==> config.mk <==
export PLATFORM = sky130hd
export DESIGN_NAME = motor_ctrl_top
export DESIGN_NICKNAME = d
export VERILOG_FILES = /design/src/source/motor_pkg.sv /design/src/source/safety_check.sv /design/src/source/reg_decode.sv /design/src/source/axis_regs.sv /design/src/source/reg_readback.sv /design/src/source/motor_ctrl_top.sv
export SDC_FILE = /design/constraint.sdc
export NUM_CORES = 1
export LEC_CHECK = 0
export BUFFER_PORTS_ARGS = -buffer_cell sky130_fd_sc_hd__buf_4
export CORE_MARGIN = 1.5
export CORE_UTILIZATION = 50
export CTS_CLUSTER_DIAMETER = 200
export CTS_CLUSTER_SIZE = 16
export DETAILED_ROUTE_END_ITERATION = 16
export PLACE_DENSITY = 0.75
export SLEW_MARGIN = 20
export SYNTH_ARGS = -nofsm -noshare
export SYNTH_HDL_FRONTEND = slang
export SYNTH_SLANG_ARGS = --single-unit
==> constraint.sdc <==
create_clock -name sysclk -period 2.75 [get_ports sysclk]
set_clock_uncertainty 0.1 [all_clocks]
set_input_delay 0.275 -clock sysclk [delete_from_list [all_inputs] [get_ports sysclk]]
set_output_delay 0.275 -clock sysclk [all_outputs]
set_load 0.02 [all_outputs]
==> src/source/motor_pkg.sv <==
// ------------------------------
// motor controller package
// address map, register types, opcodes
// and safety check constants
// ------------------------------
package motor_pkg;

    // ------------------------------
    // basic widths
    typedef logic [15:0] addr_t;        // host register address
    typedef logic [31:0] data_t;        // register data
    typedef logic [15:0] cur_t;         // unsigned current, command or feedback

    localparam int NUM_AXES   = 4;
    localparam int AXIS_IDX_W = $clog2(NUM_AXES);

    typedef logic [NUM_AXES-1:0]   axis_mask_t;  // one bit per axis
    typedef logic [AXIS_IDX_W-1:0] axis_idx_t;   // axis number minus one

    // ------------------------------
    // address map
    // addr[15:12] space, addr[7:4] channel, addr[3:0] offset
    localparam logic [3:0] ADDR_MAIN      = 4'h0;
    localparam logic [3:0] CHAN_BOARD     = 4'd0;   // channel 0 is the board
    localparam logic [3:0] OFF_DAC_CTRL   = 4'd0;   // r/w current command
    localparam logic [3:0] OFF_CUR_FB     = 4'd1;   // read-only feedback
    localparam logic [3:0] OFF_AXIS_STAT  = 4'd2;   // read-only axis status
    localparam logic [3:0] OFF_BOARD_STAT = 4'd0;

    localparam logic [15:0] BOARD_MAGIC = 16'h514c;  // top half of board status

    // amplifier safety
    localparam int SAFETY_HOLD  = 4;    // consecutive overcurrent samples
    localparam int SAFETY_CNT_W = $clog2(SAFETY_HOLD + 1);

    typedef logic [SAFETY_CNT_W-1:0] hold_cnt_t;
    localparam hold_cnt_t HOLD_LAST = hold_cnt_t'(SAFETY_HOLD - 1);

    // ------------------------------
    // host request, 49 bits
    typedef struct packed {
        logic  write;
        addr_t addr;
        data_t wdata;
    } reg_req_t;

    typedef enum logic [2:0] {
        OP_DAC_WR,
        OP_DAC_RD,
        OP_FB_RD,
        OP_STAT_RD,
        OP_BOARD_RD,
        OP_BOARD_CLR,      // clear amp disable latches by mask
        OP_UNMAPPED        // reads 0, no side effect
    } reg_op_e;

    typedef struct packed {
        logic      valid;
        reg_op_e   op;
        axis_idx_t axis;
        data_t     wdata;
    } dec_op_t;

    typedef enum logic [1:0] {
        HS_IDLE,
        HS_BUSY,
        HS_ACK
    } hs_state_e;

endpackage

==> src/source/safety_check.sv <==
// ------------------------------
// amplifier safety check
// latches a disable when feedback stays
// above twice the command
// ------------------------------
module safety_check (
    input  logic            sysclk,
    input  logic            rst_n,
    input  motor_pkg::cur_t cur_fb,     // sampled feedback
    input  motor_pkg::cur_t cur_cmd,
    input  logic            clear,      // from board status write
    output logic            amp_disable
);

    logic [16:0]          fb_wide;
    logic [16:0]          limit;        // 2 * command
    logic                 over;
    motor_pkg::hold_cnt_t hold_cnt;     // overcurrent samples so far

    assign fb_wide = {1'b0, cur_fb};
    assign limit   = {cur_cmd, 1'b0};
    assign over    = fb_wide > limit;

    always_ff @(posedge sysclk) begin
        if (!rst_n) begin
            hold_cnt    <= '0;
            amp_disable <= 1'b0;
        end else if (clear) begin
            // clear beats detection
            hold_cnt    <= '0;
            amp_disable <= 1'b0;
        end else if (!over) begin
            hold_cnt <= '0;               // run broken
        end else if (hold_cnt == motor_pkg::HOLD_LAST) begin
            amp_disable <= 1'b1;          // SAFETY_HOLD-th sample in a row
        end else begin
            hold_cnt <= hold_cnt + 1'b1;
        end
    end

endmodule

==> src/source/reg_decode.sv <==
// ------------------------------
// request decode
// four-phase req/ack handshake and
// address decode into one operation
// ------------------------------
module reg_decode (
    input  logic                sysclk,
    input  logic                rst_n,
    input  logic                req,
    input  motor_pkg::reg_req_t cmd,
    input  logic                done,    // from readback
    output logic                ack,
    output motor_pkg::dec_op_t  op
);

    motor_pkg::hs_state_e state;
    motor_pkg::reg_op_e   op_kind;    // opcode for current cmd
    logic [3:0]           space;
    logic [3:0]           chan;
    logic [3:0]           offset;

    assign space  = cmd.addr[15:12];
    assign chan   = cmd.addr[7:4];
    assign offset = cmd.addr[3:0];

    // ------------------------------
    // address decode
    always_comb begin
        op_kind = motor_pkg::OP_UNMAPPED;    // default, also other spaces
        if (space == motor_pkg::ADDR_MAIN) begin
            if (chan == motor_pkg::CHAN_BOARD) begin
                if (offset == motor_pkg::OFF_BOARD_STAT)
                    op_kind = cmd.write ? motor_pkg::OP_BOARD_CLR : motor_pkg::OP_BOARD_RD;
            end else if (chan <= 4'(motor_pkg::NUM_AXES)) begin
                case (offset)
                    motor_pkg::OFF_DAC_CTRL:
                        op_kind = cmd.write ? motor_pkg::OP_DAC_WR : motor_pkg::OP_DAC_RD;
                    motor_pkg::OFF_CUR_FB:
                        if (!cmd.write) op_kind = motor_pkg::OP_FB_RD;      // read-only
                    motor_pkg::OFF_AXIS_STAT:
                        if (!cmd.write) op_kind = motor_pkg::OP_STAT_RD;    // read-only
                    default: op_kind = motor_pkg::OP_UNMAPPED;
                endcase
            end
        end
    end

    // ------------------------------
    // handshake FSM
    always_ff @(posedge sysclk) begin
        if (!rst_n) begin
            state    <= motor_pkg::HS_IDLE;
            op.valid <= 1'b0;
        end else begin
            op.valid <= 1'b0;    // op lasts one cycle
            case (state)
                motor_pkg::HS_IDLE: begin
                    if (req) begin
                        state    <= motor_pkg::HS_BUSY;
                        op.valid <= 1'b1;
                        op.op    <= op_kind;
                        op.axis  <= chan[1:0] - 2'd1;    // channel 1..4 to axis 0..3
                        op.wdata <= cmd.wdata;
                    end
                end
                motor_pkg::HS_BUSY: if (done) state <= motor_pkg::HS_ACK;
                motor_pkg::HS_ACK:  if (!req) state <= motor_pkg::HS_IDLE;    // host let go
                default: state <= motor_pkg::HS_IDLE;
            endcase
        end
    end

    assign ack = (state == motor_pkg::HS_ACK);    // held while req stays high

endmodule

==> src/source/axis_regs.sv <==
// ------------------------------
// axis registers
// DAC commands, feedback sampling and
// one safety check per axis
// ------------------------------
module axis_regs (
    input  logic                                          sysclk,
    input  logic                                          rst_n,
    input  motor_pkg::dec_op_t                            op,
    input  motor_pkg::cur_t [motor_pkg::NUM_AXES-1:0]     cur_fb,
    output motor_pkg::cur_t [motor_pkg::NUM_AXES-1:0]     cur_cmd,
    output motor_pkg::cur_t [motor_pkg::NUM_AXES-1:0]     fb_sampled,
    output motor_pkg::axis_mask_t                         amp_disable,
    output motor_pkg::dec_op_t                            op_done
);

    logic                  dac_wr;
    motor_pkg::axis_mask_t clear;    // per-axis latch clear

    assign dac_wr = op.valid && (op.op == motor_pkg::OP_DAC_WR);

    // board status write, wdata[3:0] is the clear mask
    assign clear = (op.valid && (op.op == motor_pkg::OP_BOARD_CLR))
                 ? op.wdata[motor_pkg::NUM_AXES-1:0] : '0;

    // ------------------------------
    // DAC command and feedback
    always_ff @(posedge sysclk) begin
        if (!rst_n) begin
            cur_cmd    <= '0;
            fb_sampled <= '0;
        end else begin
            fb_sampled <= cur_fb;                        // every cycle
            if (dac_wr)
                cur_cmd[op.axis] <= op.wdata[15:0];      // low half only
        end
    end

    // forward op to readback, writes already applied
    always_ff @(posedge sysclk) begin
        if (!rst_n)
            op_done.valid <= 1'b0;
        else
            op_done <= op;
    end

    // ------------------------------
    // overcurrent detectors
    for (genvar i = 0; i < motor_pkg::NUM_AXES; i++) begin : g_safety
        safety_check i_safety_check (
            .sysclk      (sysclk),
            .rst_n       (rst_n),
            .cur_fb      (fb_sampled[i]),    // one cycle behind the input
            .cur_cmd     (cur_cmd[i]),
            .clear       (clear[i]),
            .amp_disable (amp_disable[i])
        );
    end

endmodule

==> src/source/reg_readback.sv <==
// ------------------------------
// read-back selection
// picks read data by opcode and axis,
// registers it and signals completion
// ------------------------------
module reg_readback (
    input  logic                                      sysclk,
    input  logic                                      rst_n,
    input  motor_pkg::dec_op_t                        op_done,
    input  logic [3:0]                                board_id,
    input  motor_pkg::cur_t [motor_pkg::NUM_AXES-1:0] cur_cmd,
    input  motor_pkg::cur_t [motor_pkg::NUM_AXES-1:0] fb_sampled,
    input  motor_pkg::axis_mask_t                     amp_disable,
    output motor_pkg::data_t                          rdata,
    output logic                                      done
);

    motor_pkg::data_t rd_sel;
    motor_pkg::data_t board_stat;

    // magic | rsvd | board id | rsvd | disables
    assign board_stat = {motor_pkg::BOARD_MAGIC, 4'h0, board_id, 4'h0, amp_disable};

    // ------------------------------
    // data select
    always_comb begin
        case (op_done.op)
            motor_pkg::OP_DAC_RD:   rd_sel = {16'h0, cur_cmd[op_done.axis]};
            motor_pkg::OP_FB_RD:    rd_sel = {16'h0, fb_sampled[op_done.axis]};
            motor_pkg::OP_STAT_RD:  rd_sel = {31'h0, amp_disable[op_done.axis]};
            motor_pkg::OP_BOARD_RD: rd_sel = board_stat;
            default:                rd_sel = '0;    // writes and unmapped
        endcase
    end

    always_ff @(posedge sysclk) begin
        if (!rst_n) begin
            rdata <= '0;
            done  <= 1'b0;
        end else begin
            done <= op_done.valid;      // one-cycle pulse back to decode
            if (op_done.valid)
                rdata <= rd_sel;        // held until next completion
        end
    end

endmodule

==> src/source/motor_ctrl_top.sv <==
// ------------------------------
// motor controller top
// board and axis registers behind
// one req/ack host port
// ------------------------------
module motor_ctrl_top (
    input  logic                                      sysclk,
    input  logic                                      rst_n,
    input  logic                                      req,
    input  motor_pkg::reg_req_t                       cmd,
    output logic                                      ack,
    output motor_pkg::data_t                          rdata,
    input  logic [3:0]                                board_id,    // rotary switch
    input  motor_pkg::cur_t [motor_pkg::NUM_AXES-1:0] cur_fb,
    output motor_pkg::cur_t [motor_pkg::NUM_AXES-1:0] cur_cmd,
    output motor_pkg::axis_mask_t                     amp_disable
);

    motor_pkg::dec_op_t                        op;          // decode to axis regs
    motor_pkg::dec_op_t                        op_done;     // axis regs to readback
    logic                                      done;
    motor_pkg::cur_t [motor_pkg::NUM_AXES-1:0] fb_sampled;

    // ------------------------------
    // decode
    reg_decode i_reg_decode (
        .sysclk (sysclk),
        .rst_n  (rst_n),
        .req    (req),
        .cmd    (cmd),
        .done   (done),
        .ack    (ack),
        .op     (op)
    );

    // execute
    axis_regs i_axis_regs (
        .sysclk      (sysclk),
        .rst_n       (rst_n),
        .op          (op),
        .cur_fb      (cur_fb),
        .cur_cmd     (cur_cmd),
        .fb_sampled  (fb_sampled),
        .amp_disable (amp_disable),
        .op_done     (op_done)
    );

    // result
    reg_readback i_reg_readback (
        .sysclk      (sysclk),
        .rst_n       (rst_n),
        .op_done     (op_done),
        .board_id    (board_id),
        .cur_cmd     (cur_cmd),
        .fb_sampled  (fb_sampled),
        .amp_disable (amp_disable),
        .rdata       (rdata),
        .done        (done)
    );

endmodule

Yosys cells after proc, flatten, opt, wreduce, memory -nomap -nowiden
Cells that the tools add are included.

Flip-flop bits (word level): 223. Output and inout port bits: 101. Logic and storage cells: 108. Input port bits: 120.

Reductions and logical operators: 23. Order comparisons: 8. Multiplexer cells: 25. Add/subtract/negate cells: 5. Equality and inequality tests: 16. Bitwise logic cells: 5.

Operators with widths (number): $pmux 31 s4 (1); $gt 16x17->1 (4); $bmux 16 s2 (2); $bwmux 64 (1); $mux 16 (3); $mux 38 (1); $demux 16 s2 (1); $eq 3x2->1 const B (6); $mux 3 (6); $add 3x1->3 const B (4); $logic_not 4->1 (3); $reduce_or 3->1 (4); $reduce_and 2->1 (5); $pmux 3 s3 (1); $reduce_or 2->1 (4); $eq 3x3->1 const B (2); $lt 2x3->1 const B (2); $mux 2 (3); $pmux 2 s3 (1); $reduce_and 3->1 (2); $not 1->1 (5); $eq 4x1->1 const B (1); $eq 4x2->1 const B (1); $le 4x3->1 const B (1); other kinds (13) (18).

Depth between registers and ports, before layout
Word-level depth: 6. Depth in mapped cells: 7. Mapped depth without buffers: 7.

Hierarchy
A second synthesis with hierarchy kept.

Cells, all modules: 965. Area, all modules: 10996.8 µm².

By module, submodules not included: axis_regs (seq. area each 3693.5 µm², cells each 409, area each 5295.1 µm², instances 1); reg_readback (seq. area each 360.3 µm², cells each 201, area each 1944.4 µm², instances 1); safety_check (i_axis_regs.g_safety[0].i_safety_check ...) (seq. area each 80.1 µm², cells each 71, area each 603.1 µm², instances 3); reg_decode (seq. area each 1171.1 µm², cells each 69, area each 1346.3 µm², instances 1); safety_check (i_axis_regs.g_safety[3].i_safety_check) (seq. area each 80.1 µm², cells each 73, area each 601.8 µm², instances 1).

Least setup slack after synthesis
No wires, ideal clock.

Kind: input port to flip-flop. Start point: input rst_n. End point: register, netlist name i_reg_decode.op[0]. Arrival time: 1799 ps. Library setup time: 399 ps. Setup slack: 453 ps. Stages on the path: 4. Buffers on the path: 2. Data required time: 2251 ps. Cells stage by stage: clkbuf_1 clkbuf_1 nand2b_1 nor2_1.

Cells in the longest elaborated chain, start to end: 1.

Ends and longest elaborated chain: start: declaration (line motor_ctrl_top.sv:8) `input logic rst_n,`; $reduce_and 3->1 (no source line).

Every way passes these cells. A chain may end at the register's enable or synchronous reset.

Worst setup path after layout
Start point: register i_axis_regs.cur_cmd[27] in the netlist's numbering. End point: register i_axis_regs.g_safety[1].i_safety_check.amp_disable.

Cells in the longest elaborated chain, start to end: 2.

Ends and longest elaborated chain: start: declaration (line axis_regs.sv:11) `output motor_pkg::cur_t [motor_pkg::NUM_AXES-1:0] cur_cmd,`; start signal: indexed assignment (line axis_regs.sv:35) `cur_cmd[op.axis] <= op.wdata[15:0];`; $gt 16x17->1 (line safety_check.sv:22) `assign over = fb_wide > limit;`; $reduce_and 2->1 (no source line); end signal: assignment (line safety_check.sv:27) `amp_disable <= 1'b0;`; end signal: assignment (line safety_check.sv:31) `amp_disable <= 1'b0;`; end signal: assignment (line safety_check.sv:35) `amp_disable <= 1'b1;`; end: declaration (line safety_check.sv:12) `output logic amp_disable`.

Every way passes these cells.

==> results.txt <==
run status -> completed
net switching fraction of the power -> 0.251
number of clock buffers inserted by TritonCTS -> 17
Pre-Repair DR Iteration Count -> 5
measured slew at the worst slew-check pin -> 0.715 ns
Post-Syn Area -> 9410 um^2
pin count of the biggest net entering global routing -> 91
cell internal pwr -> 0.00459 W
sequential power share -> 0.494
Setup-failing EPs final -> 0
clock latency on the worst-skew pair -> 0.44 ns
leakage component of the power -> 5.22 nW
Post-Syn Instances -> 908
die footprint -> 19700 um^2
horizontal extent of the die -> 140 um
synthesis warning total -> 0
DR iter-0 viols -> 608
Worst Path Arrival -> 2.51 ns
number of inserted diodes -> 0
number of H-tree levels -> 4
post-synthesis sequential area ratio -> 0.436
depth of the most critical reg-to-reg path -> 7
Antenna Nets Post-Route -> 0
list of cells traversed by the critical path -> inv_1 > ha_1 > and4_1 > and2_1 > a22o_1 > o31ai_1 > o21ai_0
Max-Slew Margin vs Limit -> 0.522
Main synth FF type -> sky130_fd_sc_hd__dfxtp_1
total of max-cap violations -> 0
post-DP HPWL -> 18900 um
switching component of the power -> 0.00153 W
via count of the first global-routing pass -> 7500
reg2reg setup slack -> 0.44 ns
count of distinct cell types in the synthesized netlist -> 53
xor-xnor portion of the synthesized cell area -> 0.00372
unrepaired setup endpoints after global routing -> false
worst hold path depth -> 2
share of power burned in the clock network -> 0.392
share of cells above drive strength 1 -> 0.251
Synth Area per Inst -> 10.4 um^2
critical path fanouts, max -> 4
detail-routed net length per standard cell -> 18.8 um
final hold violation count -> 0
largest stage delay on the critical path -> 0.49 ns
total negative slack -> 0 ns
clk sinks -> 192
beginning of the worst register-to-register path -> i_axis_regs.cur_cmd[27]
area delta synth->final -> 30.5%
Comb power frac -> 0.114
starting density of the core -> 0.517
worst setup timing slack at the placement stage -> 0.468 ns
count of buffers inserted at the top-level ports -> 190
Total Routed Length -> 26300 um
leading cell type in the layout, fill and taps excluded -> sky130_fd_sc_hd__buf_4
core area -> 18200 um^2
final net count -> 1349
data required time at the worst endpoint -> 2.95 ns
total number of vias -> 7530
share of async-settable or async-resettable flops after synthesis -> 0
boundary pin count -> 221
synthesized-area fraction occupied by ao, oa, aoi and oai cells -> 0.0978
final worst-path cycle share -> 0.839
die span in y -> 140 um
fraction of synthesized area in multiplexers -> 0.127
detail-routed via count per cell -> 5.37
CTS tree -> done
Std-Cell Rows -> 49
CP Capture Type -> flip-flop
Root Buffer Master -> sky130_fd_sc_hd__clkbuf_16
weighted congestion reported at the end of routability-driven placement -> 0.871
kind of critical path -> flip-flop to flip-flop
maximum clock frequency -> 433 MHz
Worst Setup SP -> i_axis_regs.cur_cmd[27]
Simple-Gate Fraction of Synth Area -> 0.171
Power per Cell Area -> 499 nW/um^2
commonest non-fill, non-tap cells in the layout -> sky130_fd_sc_hd__buf_4, sky130_fd_sc_hd__dfxtp_1, sky130_fd_sc_hd__inv_1
startpoint kind of the worst setup timing path -> flip-flop
maximum number of buffers from clock root to sink -> 2
post-synthesis register bit count -> 192
time the final worst path needs with I/O delays and setup -> 2.31 ns
post-CTS resize count -> 0
Adder-Cell Fraction of Synth Area -> 0.0928
Min-Delay Path Class -> input pin to flip-flop
DRC errors left -> 0
GRT Resource Usage Total -> 0.273
combinational family with the most area after synthesis -> simple AND/OR/NAND/NOR gates
Worst Setup Slack, final -> 0.442 ns
Post-synth EDFFs -> 26
overflow left after global routing -> 0
max-slew violation count -> 0
critical-path cell with the highest stage delay -> sky130_fd_sc_hd__o31ai_1
Peak VDD IR -> 0.000440 V
number of antenna violations at the first check in global routing -> 0
global-route wire length before repair -> 40800 um
clock transition time at the flip-flop clock pins of the worst setup and hold paths -> 0.07 ns
state kept, by name (all words and copies together) (netlist names):
name and count:
i_axis_regs.cur_cmd 64, i_axis_regs.fb_sampled 64, i_reg_decode.op 22, i_reg_readback.rdata 17
i_axis_regs.g_safety.i_safety_check.hold_cnt 12, i_axis_regs.op_done 6, i_axis_regs.g_safety.i_safety_check.amp_disable 4, i_reg_decode.state 2
i_reg_readback.done 1
power groups by stage:
stage,Sequential (W),Combinational (W),Clock (W)
6_report,0.00302,0.000699,0.00240
5_1_grt,0.00303,0.000762,0.00255
4_1_cts,0.00302,0.000691,0.00243
3_5_place_dp,0.00308,0.000594,0
3_3_place_gp,0.00308,0.000581,0
2_1_floorplan,0.00305,0.000381,0
cell families (layout without fill, tap and decap cells):
| kind of cell | count (synthesis) | in the layout |
|---|---|---|
| adders and majority gates | 70 | 70 |
| muxes | 78 | 78 |
| buffers and inverters | 145 | 401 |
| xor gates and xnor gates | 4 | 4 |
| other | 1 | 10 |
| and+or+nand+nor | 279 | 279 |
| DFF | 192 | 192 |
| AOI/OAI and AO/OA | 139 | 139 |
synthesized netlist by cell type, drive strengths merged (3+ instances only):
cell | instances | area share
dfxtp | 166 | 0.35
nand3b | 3 | 0.0024
buf | 32 | 0.027
nor3b | 5 | 0.0040
o21ai | 18 | 0.0096
ha | 69 | 0.092
a21boi | 29 | 0.027
inv | 84 | 0.034
and4b | 3 | 0.0032
nor4 | 4 | 0.0027
edfxtp | 26 | 0.083
nor2 | 31 | 0.014
a21oi | 43 | 0.023
nand3 | 12 | 0.0077
nor3 | 4 | 0.0033
and2 | 75 | 0.050
xnor2 | 3 | 0.0028
a211oi | 3 | 0.0024
o21a | 3 | 0.0024
nand4b | 4 | 0.0037
clkbuf | 29 | 0.012
a21o | 6 | 0.0048
mux2i | 45 | 0.048
nor2b | 52 | 0.035
nand2b | 5 | 0.0033
nand2 | 67 | 0.031
o211ai | 4 | 0.0032
nand4 | 8 | 0.0053
a22oi | 16 | 0.013
o22ai | 11 | 0.0073
mux4 | 33 | 0.079
timing repair:
item,CTS,global route
endpoints found under the hold margin,81,0
setup buffers,0,0
hold buffers,81,0
endpoints found under the setup margin,0,0
critical path: cells and delay by family, from the launching register on:
kind / cells / cell delay (ns)
fa+ha+maj: 1 / 0.32
flops: 1 / 0.43
simple gates: 2 / 0.39
buf+inv: 1 / 0.07
compound gates: 3 / 0.86
metal layers:
| layer | track usage | part of all wire |
|---|---|---|
| met1 | 0.373 | 0.45 |
| met2 | 0.436 | 0.47 |
| met3 | 0.0547 | 0.062 |
| met4 | 0.0914 | 0.025 |
| met5 | 0 | 0 |
worst min-delay path by stage:
stage | startpoint | slack, ns | endpoint
detailed placement | cmd[6] | 0.35 | i_reg_decode.op[6]
global placement | cmd[10] | 0.35 | i_reg_decode.op[10]
floorplan | cmd[0] | 0.27 | i_reg_decode.op[0]
finish | cmd[32] | 0.02 | i_reg_decode.op[35]
global route | cmd[33] | 0.02 | i_reg_decode.op[35]
CTS | cmd[32] | 0.003 | i_reg_decode.op[35]
stage by stage:
step	instances	utilization	power, W	area (um^2)	hold slack (ns)
floorplan	917	-	0.00343	9450	0.274
global placement	1289	0.599	0.00366	10900	0.354
detailed placement	1289	0.599	0.00368	10900	0.355
CTS	1402	0.674	0.00614	12300	0.00313
global route	1402	0.674	0.00634	12300	0.0210
finish	1402	0.674	0.00612	12300	0.0153
cell type report:
cell class,instances,area [um^2]
Timing Repair Buffer,285,2340
Inverter,84,315
Clock inverter,14,133
Sequential cell,192,4100
Tap cell,229,287
Clock buffer,18,429
Fill cell,1419,5930
Multi-Input combinational cell,580,4670
No activity file was read; power rests on OpenSTA's default activity.
